<file path="src/tmu_pkg.sv">
// texture mapping unit definitions
package tmu_pkg;

	localparam int FML_DEPTH = 20;           // memory byte address width
	localparam logic [3:0] CSR_SEL = 4'd0;   // csr_a[13:10] match

	// register index, csr_a[3:0]
	localparam logic [3:0] REG_CTL      = 4'd0;
	localparam logic [3:0] REG_BRIGHT   = 4'd1;
	localparam logic [3:0] REG_CKEY     = 4'd2;
	localparam logic [3:0] REG_TEXFB    = 4'd3;
	localparam logic [3:0] REG_TEXHRES  = 4'd4;
	localparam logic [3:0] REG_TEXVRES  = 4'd5;
	localparam logic [3:0] REG_TEXHMASK = 4'd6;
	localparam logic [3:0] REG_TEXVMASK = 4'd7;
	localparam logic [3:0] REG_DSTFB    = 4'd8;
	localparam logic [3:0] REG_DSTHRES  = 4'd9;
	localparam logic [3:0] REG_DSTVRES  = 4'd10;

	// job states
	localparam logic [1:0] ST_IDLE        = 2'd0;
	localparam logic [1:0] ST_RUN         = 2'd1;
	localparam logic [1:0] ST_WAIT_DRAIN  = 2'd2;
	localparam logic [1:0] ST_FLUSH_DRAIN = 2'd3;

	// busy order {pixout, burst, decay, texfetch, geom}
	// burst holds its open word until flushed, so the first drain skips it
	localparam logic [4:0] BUSY_PIPE = 5'b10111;

	typedef logic signed [17:0] fixp_t;      // s11.6

	typedef struct packed {
		logic signed [11:0] dx;
		logic signed [11:0] dy;
		fixp_t tx;
		fixp_t ty;
		logic last;
	} point_t;

	typedef struct packed {
		logic chroma_en;
		logic [5:0] brightness;
		logic [15:0] chroma_key;
		logic [FML_DEPTH-2:0] tex_fbuf;      // 16-bit words
		logic [10:0] tex_hres;
		logic [10:0] tex_vres;
		logic [17:0] tex_hmask;
		logic [17:0] tex_vmask;
		logic [FML_DEPTH-2:0] dst_fbuf;      // 16-bit words
		logic [10:0] dst_hres;
		logic [10:0] dst_vres;
	} tmu_cfg_t;

	typedef struct packed {
		logic [4:0] r;
		logic [5:0] g;
		logic [4:0] b;
	} rgb565_t;

	typedef union packed {
		logic [15:0] raw;                    // chroma key compare
		rgb565_t rgb;                        // brightness scaling
	} pixel_u;

	typedef struct packed {
		logic [10:0] tx;                     // clamped texel column
		logic [10:0] ty;                     // clamped texel row
		logic [FML_DEPTH-2:0] dst_adr;
		logic last;
	} texreq_t;

	typedef struct packed {
		pixel_u pix;
		logic [FML_DEPTH-2:0] dst_adr;
	} dpix_t;

	typedef struct packed {
		logic [FML_DEPTH-4:0] adr;           // 64-bit word address
		logic [7:0] sel;
		logic [63:0] data;
	} wword_t;

endpackage

</file>
<file path="src/tmu_burst.sv">
// pixel merge into 64-bit write words
`timescale 1ns/100ps

module tmu_burst (
	input  logic sys_clk,
	input  logic sys_rst,
	input  logic flush_i,
	output logic busy_o,
	input  logic pipe_stb_i,
	output logic pipe_ack_o,
	input  tmu_pkg::dpix_t pipe_i,
	output logic pipe_stb_o,
	input  logic pipe_ack_i,
	output tmu_pkg::wword_t pipe_o
);

	logic [tmu_pkg::FML_DEPTH-4:0] open_adr;
	logic [7:0] open_sel;
	logic [63:0] open_data;
	logic [1:0] lane;
	logic [7:0] lane_sel;
	logic same;
	logic accept;

	assign lane = 2'd3 - pipe_i.dst_adr[1:0];
	assign lane_sel = 8'b11 << (lane * 2);
	assign same = pipe_i.dst_adr[tmu_pkg::FML_DEPTH-2:2] == open_adr;

	// a pixel for another word waits until the open one is out
	assign pipe_ack_o = ~pipe_stb_o & (~|open_sel | same);
	assign accept = pipe_stb_i & pipe_ack_o;
	assign busy_o = |open_sel;

	assign pipe_o.adr = open_adr;
	assign pipe_o.sel = open_sel;
	assign pipe_o.data = open_data;

	always_ff @(posedge sys_clk) begin
		if (sys_rst) begin
			open_sel <= '0;
			pipe_stb_o <= 1'b0;
		end else if (pipe_stb_o) begin
			if (pipe_ack_i) begin
				pipe_stb_o <= 1'b0;
				open_sel <= '0;
			end
		end else if (accept) begin
			open_sel <= (same ? open_sel : 8'h00) | lane_sel;
		end else if ((pipe_stb_i | flush_i) & |open_sel) begin
			pipe_stb_o <= 1'b1;                 // word change or end of job
		end
	end

	always_ff @(posedge sys_clk) begin
		if (accept) begin
			open_adr <= pipe_i.dst_adr[tmu_pkg::FML_DEPTH-2:2];
			open_data[lane*16 +: 16] <= pipe_i.pix.raw;   // later pixel wins
		end
	end

	sel_nonzero: assert property (@(posedge sys_clk) disable iff (sys_rst)
		pipe_stb_o |-> pipe_o.sel != 8'h00);

endmodule

</file>
<file path="src/tmu_ctlif.sv">
// texture mapping unit register block
`timescale 1ns/100ps

module tmu_ctlif (
	input  logic sys_clk,
	input  logic sys_rst,
	input  logic [13:0] csr_a_i,
	input  logic csr_we_i,
	input  logic [31:0] csr_di_i,
	output logic [31:0] csr_do_o,
	output logic irq_o,
	output logic run_o,
	output tmu_pkg::tmu_cfg_t cfg_o,
	output logic flush_o,
	input  logic last_i,
	input  logic [4:0] busy_i
);

	logic [1:0] state;
	logic csr_hit;
	logic cfg_we;
	logic start;
	logic busy;
	logic pipe_busy;

	assign csr_hit = csr_a_i[13:10] == tmu_pkg::CSR_SEL;
	assign busy = state != tmu_pkg::ST_IDLE;
	assign cfg_we = csr_hit & csr_we_i & ~busy;        // locked during a job
	assign start = cfg_we & (csr_a_i[3:0] == tmu_pkg::REG_CTL) & csr_di_i[0];
	assign run_o = state == tmu_pkg::ST_RUN;
	assign pipe_busy = |(busy_i & tmu_pkg::BUSY_PIPE);
	assign flush_o = (state == tmu_pkg::ST_WAIT_DRAIN) & ~pipe_busy;

	// ************************************************************
	// configuration registers
	// ************************************************************
	always_ff @(posedge sys_clk) begin
		if (sys_rst) begin
			cfg_o <= '0;
		end else if (cfg_we) begin
			case (csr_a_i[3:0])
				tmu_pkg::REG_CTL:      cfg_o.chroma_en <= csr_di_i[1];
				tmu_pkg::REG_BRIGHT:   cfg_o.brightness <= csr_di_i[5:0];
				tmu_pkg::REG_CKEY:     cfg_o.chroma_key <= csr_di_i[15:0];
				tmu_pkg::REG_TEXFB:    cfg_o.tex_fbuf <= csr_di_i[tmu_pkg::FML_DEPTH-2:0];
				tmu_pkg::REG_TEXHRES:  cfg_o.tex_hres <= csr_di_i[10:0];
				tmu_pkg::REG_TEXVRES:  cfg_o.tex_vres <= csr_di_i[10:0];
				tmu_pkg::REG_TEXHMASK: cfg_o.tex_hmask <= csr_di_i[17:0];
				tmu_pkg::REG_TEXVMASK: cfg_o.tex_vmask <= csr_di_i[17:0];
				tmu_pkg::REG_DSTFB:    cfg_o.dst_fbuf <= csr_di_i[tmu_pkg::FML_DEPTH-2:0];
				tmu_pkg::REG_DSTHRES:  cfg_o.dst_hres <= csr_di_i[10:0];
				tmu_pkg::REG_DSTVRES:  cfg_o.dst_vres <= csr_di_i[10:0];
				default: begin
				end
			endcase
		end
	end

	always_ff @(posedge sys_clk) begin
		if (sys_rst) begin
			csr_do_o <= '0;
		end else begin
			csr_do_o <= '0;
			if (csr_hit) begin
				case (csr_a_i[3:0])
					tmu_pkg::REG_CTL:      csr_do_o <= {30'd0, cfg_o.chroma_en, busy};
					tmu_pkg::REG_BRIGHT:   csr_do_o <= 32'(cfg_o.brightness);
					tmu_pkg::REG_CKEY:     csr_do_o <= 32'(cfg_o.chroma_key);
					tmu_pkg::REG_TEXFB:    csr_do_o <= 32'(cfg_o.tex_fbuf);
					tmu_pkg::REG_TEXHRES:  csr_do_o <= 32'(cfg_o.tex_hres);
					tmu_pkg::REG_TEXVRES:  csr_do_o <= 32'(cfg_o.tex_vres);
					tmu_pkg::REG_TEXHMASK: csr_do_o <= 32'(cfg_o.tex_hmask);
					tmu_pkg::REG_TEXVMASK: csr_do_o <= 32'(cfg_o.tex_vmask);
					tmu_pkg::REG_DSTFB:    csr_do_o <= 32'(cfg_o.dst_fbuf);
					tmu_pkg::REG_DSTHRES:  csr_do_o <= 32'(cfg_o.dst_hres);
					tmu_pkg::REG_DSTVRES:  csr_do_o <= 32'(cfg_o.dst_vres);
					default:               csr_do_o <= '0;
				endcase
			end
		end
	end

	// ************************************************************
	// job FSM
	// ************************************************************
	always_ff @(posedge sys_clk) begin
		if (sys_rst) begin
			state <= tmu_pkg::ST_IDLE;
			irq_o <= 1'b0;
		end else begin
			irq_o <= 1'b0;
			case (state)
				tmu_pkg::ST_IDLE: if (start) state <= tmu_pkg::ST_RUN;
				tmu_pkg::ST_RUN: if (last_i) state <= tmu_pkg::ST_WAIT_DRAIN;
				tmu_pkg::ST_WAIT_DRAIN: if (~pipe_busy) state <= tmu_pkg::ST_FLUSH_DRAIN;
				default: begin
					if (~|busy_i) begin               // flushed word written out
						state <= tmu_pkg::ST_IDLE;
						irq_o <= 1'b1;
					end
				end
			endcase
		end
	end

	// once flushed only burst and pixout may still hold data
	flush_quiet: assert property (@(posedge sys_clk) disable iff (sys_rst)
		state == tmu_pkg::ST_FLUSH_DRAIN |-> busy_i[2:0] == 3'b000);

endmodule

</file>
<file path="src/tmu_decay.sv">
// brightness scaling and chroma key
`timescale 1ns/100ps

module tmu_decay (
	input  logic sys_clk,
	input  logic sys_rst,
	input  tmu_pkg::tmu_cfg_t cfg_i,
	output logic busy_o,
	input  logic pipe_stb_i,
	output logic pipe_ack_o,
	input  tmu_pkg::dpix_t pipe_i,
	output logic pipe_stb_o,
	input  logic pipe_ack_i,
	output tmu_pkg::dpix_t pipe_o
);

	logic [6:0] gain;
	logic [11:0] r_p;
	logic [12:0] g_p;
	logic [11:0] b_p;
	logic keyed;
	logic accept;

	assign gain = {1'b0, cfg_i.brightness} + 7'd1;   // 1..64
	assign r_p = pipe_i.pix.rgb.r * gain;
	assign g_p = pipe_i.pix.rgb.g * gain;
	assign b_p = pipe_i.pix.rgb.b * gain;
	assign keyed = cfg_i.chroma_en & (pipe_i.pix.raw == cfg_i.chroma_key);

	assign pipe_ack_o = ~pipe_stb_o | pipe_ack_i;
	assign accept = pipe_stb_i & pipe_ack_o;
	assign busy_o = pipe_stb_o;

	always_ff @(posedge sys_clk) begin
		if (sys_rst)
			pipe_stb_o <= 1'b0;
		else if (accept)
			pipe_stb_o <= ~keyed;               // keyed texel vanishes here
		else if (pipe_ack_i)
			pipe_stb_o <= 1'b0;
	end

	always_ff @(posedge sys_clk) begin
		if (accept) begin
			pipe_o.pix.rgb.r <= r_p[10:6];
			pipe_o.pix.rgb.g <= g_p[11:6];
			pipe_o.pix.rgb.b <= b_p[10:6];
			pipe_o.dst_adr <= pipe_i.dst_adr;
		end
	end

endmodule

</file>
<file path="src/tmu_geom.sv">
// texture coordinate mask, clamp and screen filter
`timescale 1ns/100ps

module tmu_geom (
	input  logic sys_clk,
	input  logic sys_rst,
	input  logic run_i,
	input  tmu_pkg::tmu_cfg_t cfg_i,
	input  logic point_stb_i,
	output logic point_ack_o,
	input  tmu_pkg::point_t point_i,
	output logic last_o,
	output logic busy_o,
	output logic pipe_stb_o,
	input  logic pipe_ack_i,
	output tmu_pkg::texreq_t pipe_o
);

	tmu_pkg::fixp_t tx_m;
	tmu_pkg::fixp_t ty_m;
	logic on_screen;
	logic accept;
	logic [tmu_pkg::FML_DEPTH-2:0] dst_adr;

	// negative to 0, integer part past the edge to res-1
	function automatic logic [10:0] clamp_coord(tmu_pkg::fixp_t c, logic [10:0] res);
		logic [10:0] ipart;
		ipart = c[16:6];
		if (c[17])
			return 11'd0;
		else if (ipart >= res)
			return res - 11'd1;
		else
			return ipart;
	endfunction

	assign tx_m = point_i.tx & cfg_i.tex_hmask;
	assign ty_m = point_i.ty & cfg_i.tex_vmask;

	assign on_screen = ~point_i.dx[11] & ~point_i.dy[11]
		& (point_i.dx[10:0] < cfg_i.dst_hres)
		& (point_i.dy[10:0] < cfg_i.dst_vres);

	assign dst_adr = cfg_i.dst_fbuf + point_i.dy[10:0] * cfg_i.dst_hres
		+ point_i.dx[10:0];

	assign point_ack_o = run_i & (~pipe_stb_o | pipe_ack_i);
	assign accept = point_stb_i & point_ack_o;
	assign last_o = accept & point_i.last;   // dropped points count too
	assign busy_o = pipe_stb_o;

	always_ff @(posedge sys_clk) begin
		if (sys_rst) begin
			pipe_stb_o <= 1'b0;
		end else if (accept) begin
			pipe_stb_o <= on_screen;
		end else if (pipe_ack_i) begin
			pipe_stb_o <= 1'b0;
		end
	end

	always_ff @(posedge sys_clk) begin
		if (accept) begin
			pipe_o.tx <= clamp_coord(tx_m, cfg_i.tex_hres);
			pipe_o.ty <= clamp_coord(ty_m, cfg_i.tex_vres);
			pipe_o.dst_adr <= dst_adr;
			pipe_o.last <= point_i.last;
		end
	end

endmodule

</file>
<file path="src/tmu_lite.sv">
// texture mapping unit back end
`timescale 1ns/100ps

module tmu_lite (
	input  logic sys_clk,
	input  logic sys_rst,
	input  logic [13:0] csr_a_i,
	input  logic csr_we_i,
	input  logic [31:0] csr_di_i,
	output logic [31:0] csr_do_o,
	output logic irq_o,
	input  logic point_stb_i,
	output logic point_ack_o,
	input  tmu_pkg::point_t point_i,
	output logic [tmu_pkg::FML_DEPTH-1:0] fmlr_adr_o,
	output logic fmlr_stb_o,
	input  logic fmlr_ack_i,
	input  logic [63:0] fmlr_di_i,
	output logic [tmu_pkg::FML_DEPTH-1:0] fmlw_adr_o,
	output logic fmlw_stb_o,
	output logic [7:0] fmlw_sel_o,
	output logic [63:0] fmlw_do_o,
	input  logic fmlw_ack_i
);

	tmu_pkg::tmu_cfg_t cfg;
	logic run, flush, last;
	logic [4:0] busy;                        // pixout, burst, decay, texfetch, geom

	logic geom_stb, geom_ack;
	tmu_pkg::texreq_t geom_q;
	logic fetch_stb, fetch_ack;
	tmu_pkg::dpix_t fetch_q;
	logic decay_stb, decay_ack;
	tmu_pkg::dpix_t decay_q;
	logic burst_stb, burst_ack;
	tmu_pkg::wword_t burst_q;

	tmu_ctlif ctlif (.sys_clk, .sys_rst, .csr_a_i, .csr_we_i, .csr_di_i, .csr_do_o,
		.irq_o, .run_o(run), .cfg_o(cfg), .flush_o(flush), .last_i(last),
		.busy_i(busy));

	tmu_geom geom (.sys_clk, .sys_rst, .run_i(run), .cfg_i(cfg), .point_stb_i,
		.point_ack_o, .point_i, .last_o(last), .busy_o(busy[0]),
		.pipe_stb_o(geom_stb), .pipe_ack_i(geom_ack), .pipe_o(geom_q));

	tmu_texfetch texfetch (.sys_clk, .sys_rst, .cfg_i(cfg), .busy_o(busy[1]),
		.pipe_stb_i(geom_stb), .pipe_ack_o(geom_ack), .pipe_i(geom_q),
		.fmlr_adr_o, .fmlr_stb_o, .fmlr_ack_i, .fmlr_di_i,
		.pipe_stb_o(fetch_stb), .pipe_ack_i(fetch_ack), .pipe_o(fetch_q));

	tmu_decay decay (.sys_clk, .sys_rst, .cfg_i(cfg), .busy_o(busy[2]),
		.pipe_stb_i(fetch_stb), .pipe_ack_o(fetch_ack), .pipe_i(fetch_q),
		.pipe_stb_o(decay_stb), .pipe_ack_i(decay_ack), .pipe_o(decay_q));

	tmu_burst burst (.sys_clk, .sys_rst, .flush_i(flush), .busy_o(busy[3]),
		.pipe_stb_i(decay_stb), .pipe_ack_o(decay_ack), .pipe_i(decay_q),
		.pipe_stb_o(burst_stb), .pipe_ack_i(burst_ack), .pipe_o(burst_q));

	tmu_pixout pixout (.sys_clk, .sys_rst, .busy_o(busy[4]),
		.pipe_stb_i(burst_stb), .pipe_ack_o(burst_ack), .pipe_i(burst_q),
		.fmlw_adr_o, .fmlw_stb_o, .fmlw_sel_o, .fmlw_do_o, .fmlw_ack_i);

endmodule

</file>
<file path="src/tmu_pixout.sv">
// memory write port master
`timescale 1ns/100ps

module tmu_pixout (
	input  logic sys_clk,
	input  logic sys_rst,
	output logic busy_o,
	input  logic pipe_stb_i,
	output logic pipe_ack_o,
	input  tmu_pkg::wword_t pipe_i,
	output logic [tmu_pkg::FML_DEPTH-1:0] fmlw_adr_o,
	output logic fmlw_stb_o,
	output logic [7:0] fmlw_sel_o,
	output logic [63:0] fmlw_do_o,
	input  logic fmlw_ack_i
);

	tmu_pkg::wword_t word;

	assign pipe_ack_o = ~fmlw_stb_o;          // only when empty
	assign busy_o = fmlw_stb_o;
	assign fmlw_adr_o = {word.adr, 3'b000};
	assign fmlw_sel_o = word.sel;
	assign fmlw_do_o = word.data;

	always_ff @(posedge sys_clk) begin
		if (sys_rst)
			fmlw_stb_o <= 1'b0;
		else if (pipe_stb_i & pipe_ack_o)
			fmlw_stb_o <= 1'b1;
		else if (fmlw_ack_i)
			fmlw_stb_o <= 1'b0;
	end

	always_ff @(posedge sys_clk) begin
		if (pipe_stb_i & pipe_ack_o)
			word <= pipe_i;
	end

	write_hold: assert property (@(posedge sys_clk) disable iff (sys_rst)
		fmlw_stb_o && !fmlw_ack_i |=> fmlw_stb_o
			&& $stable({fmlw_adr_o, fmlw_sel_o, fmlw_do_o}));

endmodule

</file>
<file path="src/tmu_texfetch.sv">
// texel fetch over the memory read port
`timescale 1ns/100ps

module tmu_texfetch (
	input  logic sys_clk,
	input  logic sys_rst,
	input  tmu_pkg::tmu_cfg_t cfg_i,
	output logic busy_o,
	input  logic pipe_stb_i,
	output logic pipe_ack_o,
	input  tmu_pkg::texreq_t pipe_i,
	output logic [tmu_pkg::FML_DEPTH-1:0] fmlr_adr_o,
	output logic fmlr_stb_o,
	input  logic fmlr_ack_i,
	input  logic [63:0] fmlr_di_i,
	output logic pipe_stb_o,
	input  logic pipe_ack_i,
	output tmu_pkg::dpix_t pipe_o
);

	tmu_pkg::texreq_t req;
	tmu_pkg::pixel_u texel;
	logic [tmu_pkg::FML_DEPTH-2:0] tex_adr;
	logic [1:0] lane;

	assign tex_adr = cfg_i.tex_fbuf + req.ty * cfg_i.tex_hres + req.tx;
	assign fmlr_adr_o = {tex_adr[tmu_pkg::FML_DEPTH-2:2], 3'b000};
	assign lane = 2'd3 - tex_adr[1:0];        // word 00 sits in the top lane

	assign busy_o = fmlr_stb_o | pipe_stb_o;
	assign pipe_ack_o = ~busy_o;              // one read in flight
	assign pipe_o.pix = texel;
	assign pipe_o.dst_adr = req.dst_adr;

	// ************************************************************
	// request, read, present
	// ************************************************************
	always_ff @(posedge sys_clk) begin
		if (sys_rst) begin
			fmlr_stb_o <= 1'b0;
			pipe_stb_o <= 1'b0;
		end else begin
			if (pipe_stb_i & pipe_ack_o)
				fmlr_stb_o <= 1'b1;
			else if (fmlr_ack_i)
				fmlr_stb_o <= 1'b0;
			if (fmlr_stb_o & fmlr_ack_i)
				pipe_stb_o <= 1'b1;
			else if (pipe_ack_i)
				pipe_stb_o <= 1'b0;
		end
	end

	always_ff @(posedge sys_clk) begin
		if (pipe_stb_i & pipe_ack_o)
			req <= pipe_i;
		if (fmlr_stb_o & fmlr_ack_i)
			texel.raw <= fmlr_di_i[lane*16 +: 16];
	end

	read_hold: assert property (@(posedge sys_clk) disable iff (sys_rst)
		fmlr_stb_o && !fmlr_ack_i |=> fmlr_stb_o && $stable(fmlr_adr_o));

endmodule

</file>
<file path="config.mk">
export PLATFORM = sky130hd
export DESIGN_NAME = tmu_lite
export DESIGN_NICKNAME = d
export VERILOG_FILES = /design/src/tmu_pkg.sv /design/src/tmu_burst.sv /design/src/tmu_ctlif.sv /design/src/tmu_decay.sv /design/src/tmu_geom.sv /design/src/tmu_lite.sv /design/src/tmu_pixout.sv /design/src/tmu_texfetch.sv
export SDC_FILE = /design/constraint.sdc
export NUM_CORES = 1
export LEC_CHECK = 0
export BUFFER_PORTS_ARGS = -buffer_cell sky130_fd_sc_hd__buf_2
export CORE_ASPECT_RATIO = 1.75
export CORE_MARGIN = 3
export CORE_UTILIZATION = 45
export DETAILED_ROUTE_END_ITERATION = 8
export SLEW_MARGIN = 20
export SYNTH_ARGS = -nofsm -noshare
export SYNTH_HDL_FRONTEND = slang
export SYNTH_SLANG_ARGS = --single-unit
</file>
<file path="constraint.sdc">
create_clock -name sys_clk -period 7.3 [get_ports sys_clk]
set_input_delay 1.825 -clock sys_clk [delete_from_list [all_inputs] [get_ports sys_clk]]
set_output_delay 1.825 -clock sys_clk [all_outputs]
set_load 0.05 [all_outputs]
</file>
==> results of run 1 <==
[report_power, final]
part	internal (W)	switching, W
clock	0.00137	0.00104
combinational	0.0000925	0.000230
sequential	0.00289	0.00000912
total	0.00436	0.00128
[worst max-delay path, cell delays in order (launching register included)]
cell and delay, ps:
sky130_fd_sc_hd__edfxtp_1 490, sky130_fd_sc_hd__buf_6 170, sky130_fd_sc_hd__and2_4 150, sky130_fd_sc_hd__fa_1 550
sky130_fd_sc_hd__inv_2 40, sky130_fd_sc_hd__fa_1 480, sky130_fd_sc_hd__inv_1 50, sky130_fd_sc_hd__fa_1 450
sky130_fd_sc_hd__fa_1 510, sky130_fd_sc_hd__inv_2 40, sky130_fd_sc_hd__fa_1 480, sky130_fd_sc_hd__inv_2 50
sky130_fd_sc_hd__ha_4 170, sky130_fd_sc_hd__a21o_1 170, sky130_fd_sc_hd__a2111o_1 370, sky130_fd_sc_hd__a41oi_2 230
sky130_fd_sc_hd__o41ai_2 120, sky130_fd_sc_hd__buf_4 150, sky130_fd_sc_hd__a21oi_4 130, sky130_fd_sc_hd__xnor2_2 150
sky130_fd_sc_hd__buf_12 160
[synthesized netlist by cell type, drive strengths merged (40+ instances only)]
cell      n
o21ai    40
nor3     66
ha      197
clkbuf  124
fa      259
and2    253
inv     442
nand2   497
xnor2    86
dfxtp   177
a21oi   191
nor2     64
edfxtp  303
buf      42
[cells by family (layout without fill, tap and decap cells)]
kind of cell | Yosys count | in the layout | share of synthesized area [%]
xor gates and xnor gates | 115 | 115 | 3.20
and+or+nand+nor | 987 | 987 | 15.1
adders and majority gates | 456 | 456 | 24.3
buffers and inverters | 609 | 888 | 7.62
other | 1 | 20 | 0.0119
AOI/OAI and AO/OA | 399 | 399 | 8.02
muxes | 29 | 29 | 1.56
DFF | 480 | 480 | 40.2
[state kept, by name, summed over array words and instances, names as in the netlist]
name and flops:
texfetch.req 22, texfetch.pipe_o 19, texfetch.pipe_stb_o 1, ctlif.csr_do_o 19
ctlif.state 2, burst.open_adr 17, texfetch.fmlr_stb_o 1, burst.pipe_stb_o 1
burst.open_sel 8, decay.pipe_o 35, texfetch.texel 16, decay.busy_o 1
pixout.fmlw_do_o 64, geom.busy_o 1, pixout.busy_o 1, ctlif.cfg_o 141
pixout.fmlw_adr_o 17, ctlif.irq_o 1, geom.pipe_o 41, burst.open_data 64
pixout.fmlw_sel_o 8
[metrics by stage]
stage                     cells  util, %  area (µm²)  TNS [ps]  setup WS (ps)
after floorplan            3094        -       31600         0           56.2
final                      4277     52.3       36100      -741           -203
after global routing       4277     52.3       36100     -1800           -356
after CTS                  4269     52.1       35900     -1110           -299
after global placement     4177     49.3       34000         0           17.6
after detailed placement   4177     49.3       34000     -16.2          -16.2
[area by class of cell]
cell class,count,area [µm²],share of cell area (%)
multi-input cells,2005,16900,46.9
flip-flops and latches,480,12700,35.1
repair buffers,363,2190,6.07
inverters,443,1670,4.63
clock buffers,58,1270,3.51
well taps,903,1130,3.13
clock inverters,24,235,0.652
diodes,1,2.50,0.00694
[repair_timing]
action	CTS	global route
buffers inserted	11	8
endpoints found under the setup margin	9	10
gates cloned	1	0
gates resized for setup	83	26
pin swaps	43	42
[worst max-delay path by stage]
stage | from | to | slack [ps] | cells past startpoint
2_1_floorplan | ctlif.cfg_o[90]$_SDFFE_PP0P_ | fmlr_adr_o[17] | 60 | 18
3_3_place_gp | ctlif.cfg_o[93]$_SDFFE_PP0P_ | fmlr_adr_o[18] | 20 | 17
3_5_place_dp | ctlif.cfg_o[93]$_SDFFE_PP0P_ | fmlr_adr_o[18] | -20 | 17
4_1_cts | texfetch.req[25]$_DFFE_PP_ | fmlr_adr_o[18] | -300 | 20
5_1_grt | texfetch.req[25]$_DFFE_PP_ | fmlr_adr_o[18] | -360 | 20
6_report | texfetch.req[25]$_DFFE_PP_ | fmlr_adr_o[18] | -200 | 20
[routing by layer]
metal  part of all wire (%)  up-vias  GRT usage (%)  routed length [µm]
met5                  0.038        -              0                  36
met4                    6.7        6           14.1                6310
met3                    5.1      244           3.19                4840
met2                     53      772           48.9               50300
met1                     35    11216           27.8               32600
li1                       -    10562              -                   -
==> results.cfg, run 1 <==
[run_status]
outcome = finished with violations
violations_in_the_final_reports = negative setup slack

[sta]
max_slew_margin_pct = 26.0
fmax_mhz = 133
unrepaired_setup_endpoints_after_global_routing = true
timing.final.crit_period_ps = 7500
report.final.setup_viol = 5
finalWorstSetupSlack_ps = -203
hold_ws_ps = 411
period_share_pct = 103
report.final.hold_viol_count = 0
final.setup_skew_ps = 24.3
timing_max_transition_violations_final = 0
slew_worst_pin_ps = 1110

[critical_path]
timing.rr.start = ctlif.cfg_o[15]$_SDFFE_PP0P_
cp-end-kind = output pin
start_kind = register
regToRegEndpoint = geom.pipe_o[17]$_DFFE_PP_
crit_path_required_time_ps = 5480
worstPathMaxFanout = 3
r2r_setup_slack_ps = 1390
worst_reg2reg_path_length_in_cells = 16
worstSetupPathType = register to output pin
worst-endpoint-arrival_ps = 5680

[clocking]
cts_hold_repair.buffers = 0
clock_tree.root_cell = sky130_fd_sc_hd__clkbuf_16
cts.sink_count = 480
cts.path.max_buffers = 3
clkSlewWorstSetupHoldPaths_ps = 60
cts_tree = done
clock_tree.htree_level_count = 2
cts_inserted_buffers = 45
clk-insertion-delay-late_ps = 600

[hold_path]
whs_endpoint = pixout.fmlw_do_o[21]$_DFFE_PP_
hold_path_startpoint = burst.open_data[21]$_DFFE_PP_
hp-class = register to register
hold_path_cell_cnt = 0

[floorplan]
floorplan.die_area_um2 = 73300
coreArea_um2 = 69000
io-pin-count = 325
die_h_um = 356
die_w_um = 206
rows = 127
floorplan.initialDensity_pct = 45.6

[drt]
dr.pass1.iters = 5
drc_errors = 0
routed_wire_length_per_instance_um = 22.0
via_per_inst = 5.33
drt_wl_total_um = 94100
first_iter_violations = 1482
detailroute.via_count = 22800
antenna_left = 0

[logic_synthesis]
synthesis.area_um2 = 31500
synthesis_stage_register_bit_count = 480
synth-seq-area-share_pct = 40.2
synth_top_cell_by_area = sky130_fd_sc_hd__edfxtp_1
yosys_warnings = 0
synth_ff_type = sky130_fd_sc_hd__edfxtp_1
async_reset_ff_share_pct = 0
synth_cell_types = 73
syn-instance-count = 3076
syn_area_per_cell_um2 = 10.2
synth-edff-count = 303
yosysTopAreaCellShare_pct = 28.9
yosys-top-cells-area = sky130_fd_sc_hd__edfxtp_1 (29%), sky130_fd_sc_hd__fa_1 (16%), sky130_fd_sc_hd__dfxtp_1 (11%)

[global_routing]
antenna_found_initial = 5
grt_pass1_vias = 23962
grt_start_max_net_pins = 93
overflow = 0
globalRouteTotalUtil_pct = 26.0
wire_length_of_the_first_global_routing_pass_um = 143000

[power_and_ir_drop]
leakage_dissipation_nw = 15.2
power_consumption_w = 0.00563
power_density_nw_per_um2 = 156
peakVddDrop_mv = 0.139

[finish]
fin_nets = 3971
final_common_cell = sky130_fd_sc_hd__nand2_1
final_layout_size_suffix_gt1_share_pct = 16.2
most_frequent_cells_in_the_layout = sky130_fd_sc_hd__nand2_1 (492), sky130_fd_sc_hd__inv_1 (428), sky130_fd_sc_hd__edfxtp_1 (303)
syn_to_final_growth_pct = 14.6
fillCellCount = 6271

[placed_design]
portBuffers = 274
post-dp-hpwl_um = 75100
gpl.final_weighted_congestion = 0.943

[job]
timing.max_cap.violations = 0
No activity file was read; power rests on OpenSTA's default activity.
==> run 2: changes to the inputs <==
--- a/config.mk
+++ b/config.mk
@@ -13,4 +13,5 @@
 export SLEW_MARGIN = 20
 export SYNTH_ARGS = -nofsm -noshare
 export SYNTH_HDL_FRONTEND = slang
+export SYNTH_HIERARCHICAL = 1
 export SYNTH_SLANG_ARGS = --single-unit
==> results.cfg, run 2 <==
[run_status]
outcome = completed

[floorplan]
floorplan.die_area_um2 = 75300
die_w_um = 209
die_h_um = 361
io-pin-count = 325
coreArea_um2 = 71000
floorplan.initialDensity_pct = 45.6
rows = 129

[clocking]
cts.path.max_buffers = 3
clock_tree.htree_level_count = 2
cts.sink_count = 480
clock_tree.root_cell = sky130_fd_sc_hd__clkbuf_16
cts_hold_repair.buffers = 0
cts_tree = done
clk-insertion-delay-late_ps = 590
clkSlewWorstSetupHoldPaths_ps = 70
cts_inserted_buffers = 44

[critical_path]
critPathMaxStageDelay_ps = 600
worst-endpoint-arrival_ps = 5470
cp_cell_sequence = and2_4, fa_1, fa_1, fa_1, fa_1, inv_1, fa_1, inv_1, ha_4, a21o_1, a221oi_2, o21ai_2, a2111oi_4, a21oi_1, xor2_1, clkbuf_16
critPathMostFrequentCell = sky130_fd_sc_hd__fa_1
worstPathMaxFanout = 5
start_kind = register
cp-end-kind = output pin
worstSetupPathType = register to output pin
critPathSlowestCell = sky130_fd_sc_hd__fa_1
crit_path_required_time_ps = 5480

[power_and_ir_drop]
comb_power_share_pct = 4.7
peakVddDrop_mv = 0.167
power_consumption_w = 0.00559
p_sw_share_pct = 22.3
leakage_dissipation_nw = 15.0
p_switching_w = 0.00124
internal_power_w = 0.00434
sequential_power_share_pct = 51.8
clkPwrFrac_pct = 43.5
power_density_nw_per_um2 = 153

[drt]
drt_wl_total_um = 88100
drc_errors = 0
antenna_left = 0
via_per_inst = 5.28
detailroute.via_count = 21927
first_iter_violations = 1268
dr.pass1.iters = 7
routed_wire_length_per_instance_um = 21.2

[sta]
report.final.setup_viol = 0
unrepaired_setup_endpoints_after_global_routing = true
timing_max_transition_violations_final = 0
tns_ps = 0
slew_worst_pin_ps = 1150
timing.final.crit_period_ps = 7300
finalWorstSetupSlack_ps = 0.568
max_slew_margin_pct = 23.1
fmax_mhz = 137
report.final.hold_viol_count = 0
final.setup_skew_ps = 54.4
period_share_pct = 100

[logic_synthesis]
synthesis.area_um2 = 32400
syn-instance-count = 2971
yosys_warnings = 6
syn_area_per_cell_um2 = 10.9

[global_routing]
overflow = 0
globalRouteTotalUtil_pct = 23.2
grt_pass1_vias = 23726
grt_start_max_net_pins = 76
antenna_found_initial = 5
wire_length_of_the_first_global_routing_pass_um = 136000

[finish]
number_of_flip_flops_under_the_largest_register_name = 141
syn_to_final_growth_pct = 12.8
layout.area.seq_um2 = 12700
final_layout_size_suffix_gt1_share_pct = 16.8
fillCellCount = 6406
most_frequent_cells_in_the_layout = sky130_fd_sc_hd__inv_1 (438), sky130_fd_sc_hd__edfxtp_1 (303), sky130_fd_sc_hd__buf_2 (265)
fin_nets = 3830
area_of_combinational_cells_with_multiple_inputs_um2 = 17500
final_common_cell = sky130_fd_sc_hd__inv_1
registers.top_by_ff_count = ctlif/cfg_o

[placed_design]
gpl.final_weighted_congestion = 0.943
pre_cts_setup_slack_ps = 196
portBuffers = 274
post-dp-hpwl_um = 69500

[job]
timing.max_cap.violations = 0

[hold_path]
hp-class = register to register
[run 2: changes by cell type in the layout (fill, tap and decap cells not counted), moves of 11 or more]
cell and change:
sky130_fd_sc_hd__nor2_1 +113, sky130_fd_sc_hd__nor2b_1 +28, sky130_fd_sc_hd__buf_4 -23, sky130_fd_sc_hd__nor3_1 -16, sky130_fd_sc_hd__mux2i_1 +145, sky130_fd_sc_hd__nand2_1 -288, sky130_fd_sc_hd__xnor2_1 +14, sky130_fd_sc_hd__a21oi_1 -138
sky130_fd_sc_hd__nand4_1 +11
[run 2: stage by stage]
step / hold WS [ps] / utilization [%] / std cells / cell area, µm²
CTS: 415 / 51.2 / 4147 / 36400
global route: 423 / 51.4 / 4150 / 36500
floorplan: 400 / - / 2987 / 32400
global placement: 401 / 48.4 / 4046 / 34400
detailed placement: 405 / 48.4 / 4046 / 34400
finish: 411 / 51.4 / 4156 / 36500
[run 2: path summary, 6_finish.rpt]
| check | slack (ps) | from | cells past startpoint | endpoint |
|---|---|---|---|---|
| worst max-delay path | 0.6 | texfetch/req[23]$_DFFE_PP_ | 16 | fmlr_adr_o[17] |
| worst min-delay path | 410 | geom/pipe_o[4]$_DFFE_PP_ | 0 | texfetch/pipe_o[3]$_DFFE_PP_ |
| worst max register to register | 1620 | ctlif/cfg_o[15]$_SDFFE_PP0P_ | 15 | geom/pipe_o[18]$_DFFE_PP_ |
| worst min register to register | 410 | geom/pipe_o[4]$_DFFE_PP_ | 0 | texfetch/pipe_o[3]$_DFFE_PP_ |
[run 2: layout make-up]
class                      instances  area share, %
multi-input combinational       1889           48.0
clock buffer                      56           3.43
timing repair buffer             336           5.27
inverter                         445           4.58
antenna                            7         0.0480
tap                              917           3.14
clock inverter                    26          0.809
sequential                       480           34.7
[run 2: metal layers]
layer	share of wire (%)	routed length [µm]	GRT usage, %
met5	0.0079	7	0
met4	5.6	4920	11.5
met3	4.4	3920	2.59
met2	53	46400	42.7
met1	37	32800	26.6
[run 2: power by group through the flow]
stage	combinational (W)	sequential [W]	clock (W)
2_1_floorplan	0.000154	0.00295	0
3_3_place_gp	0.000255	0.00295	0
3_5_place_dp	0.000261	0.00295	0
4_1_cts	0.000263	0.00289	0.00249
5_1_grt	0.000283	0.00289	0.00259
6_report	0.000264	0.00289	0.00243
[run 2: timing repair]
| action | CTS | global route |
|---|---|---|
| pin swaps | 36 | 15 |
| setup endpoints to repair | 8 | 8 |
| gates resized for setup | 64 | 26 |
| setup buffers | 19 | 2 |
[run 2: worst max-delay path: cells and delay by family (launching register included)]
kind / cells / cell delay (ps)
AOI/OAI and AO/OA: 5 / 940
xor gates and xnor gates: 1 / 220
adders and majority gates: 6 / 2750
buffers and inverters: 3 / 320
DFF: 1 / 490
and+or+nand+nor: 1 / 210
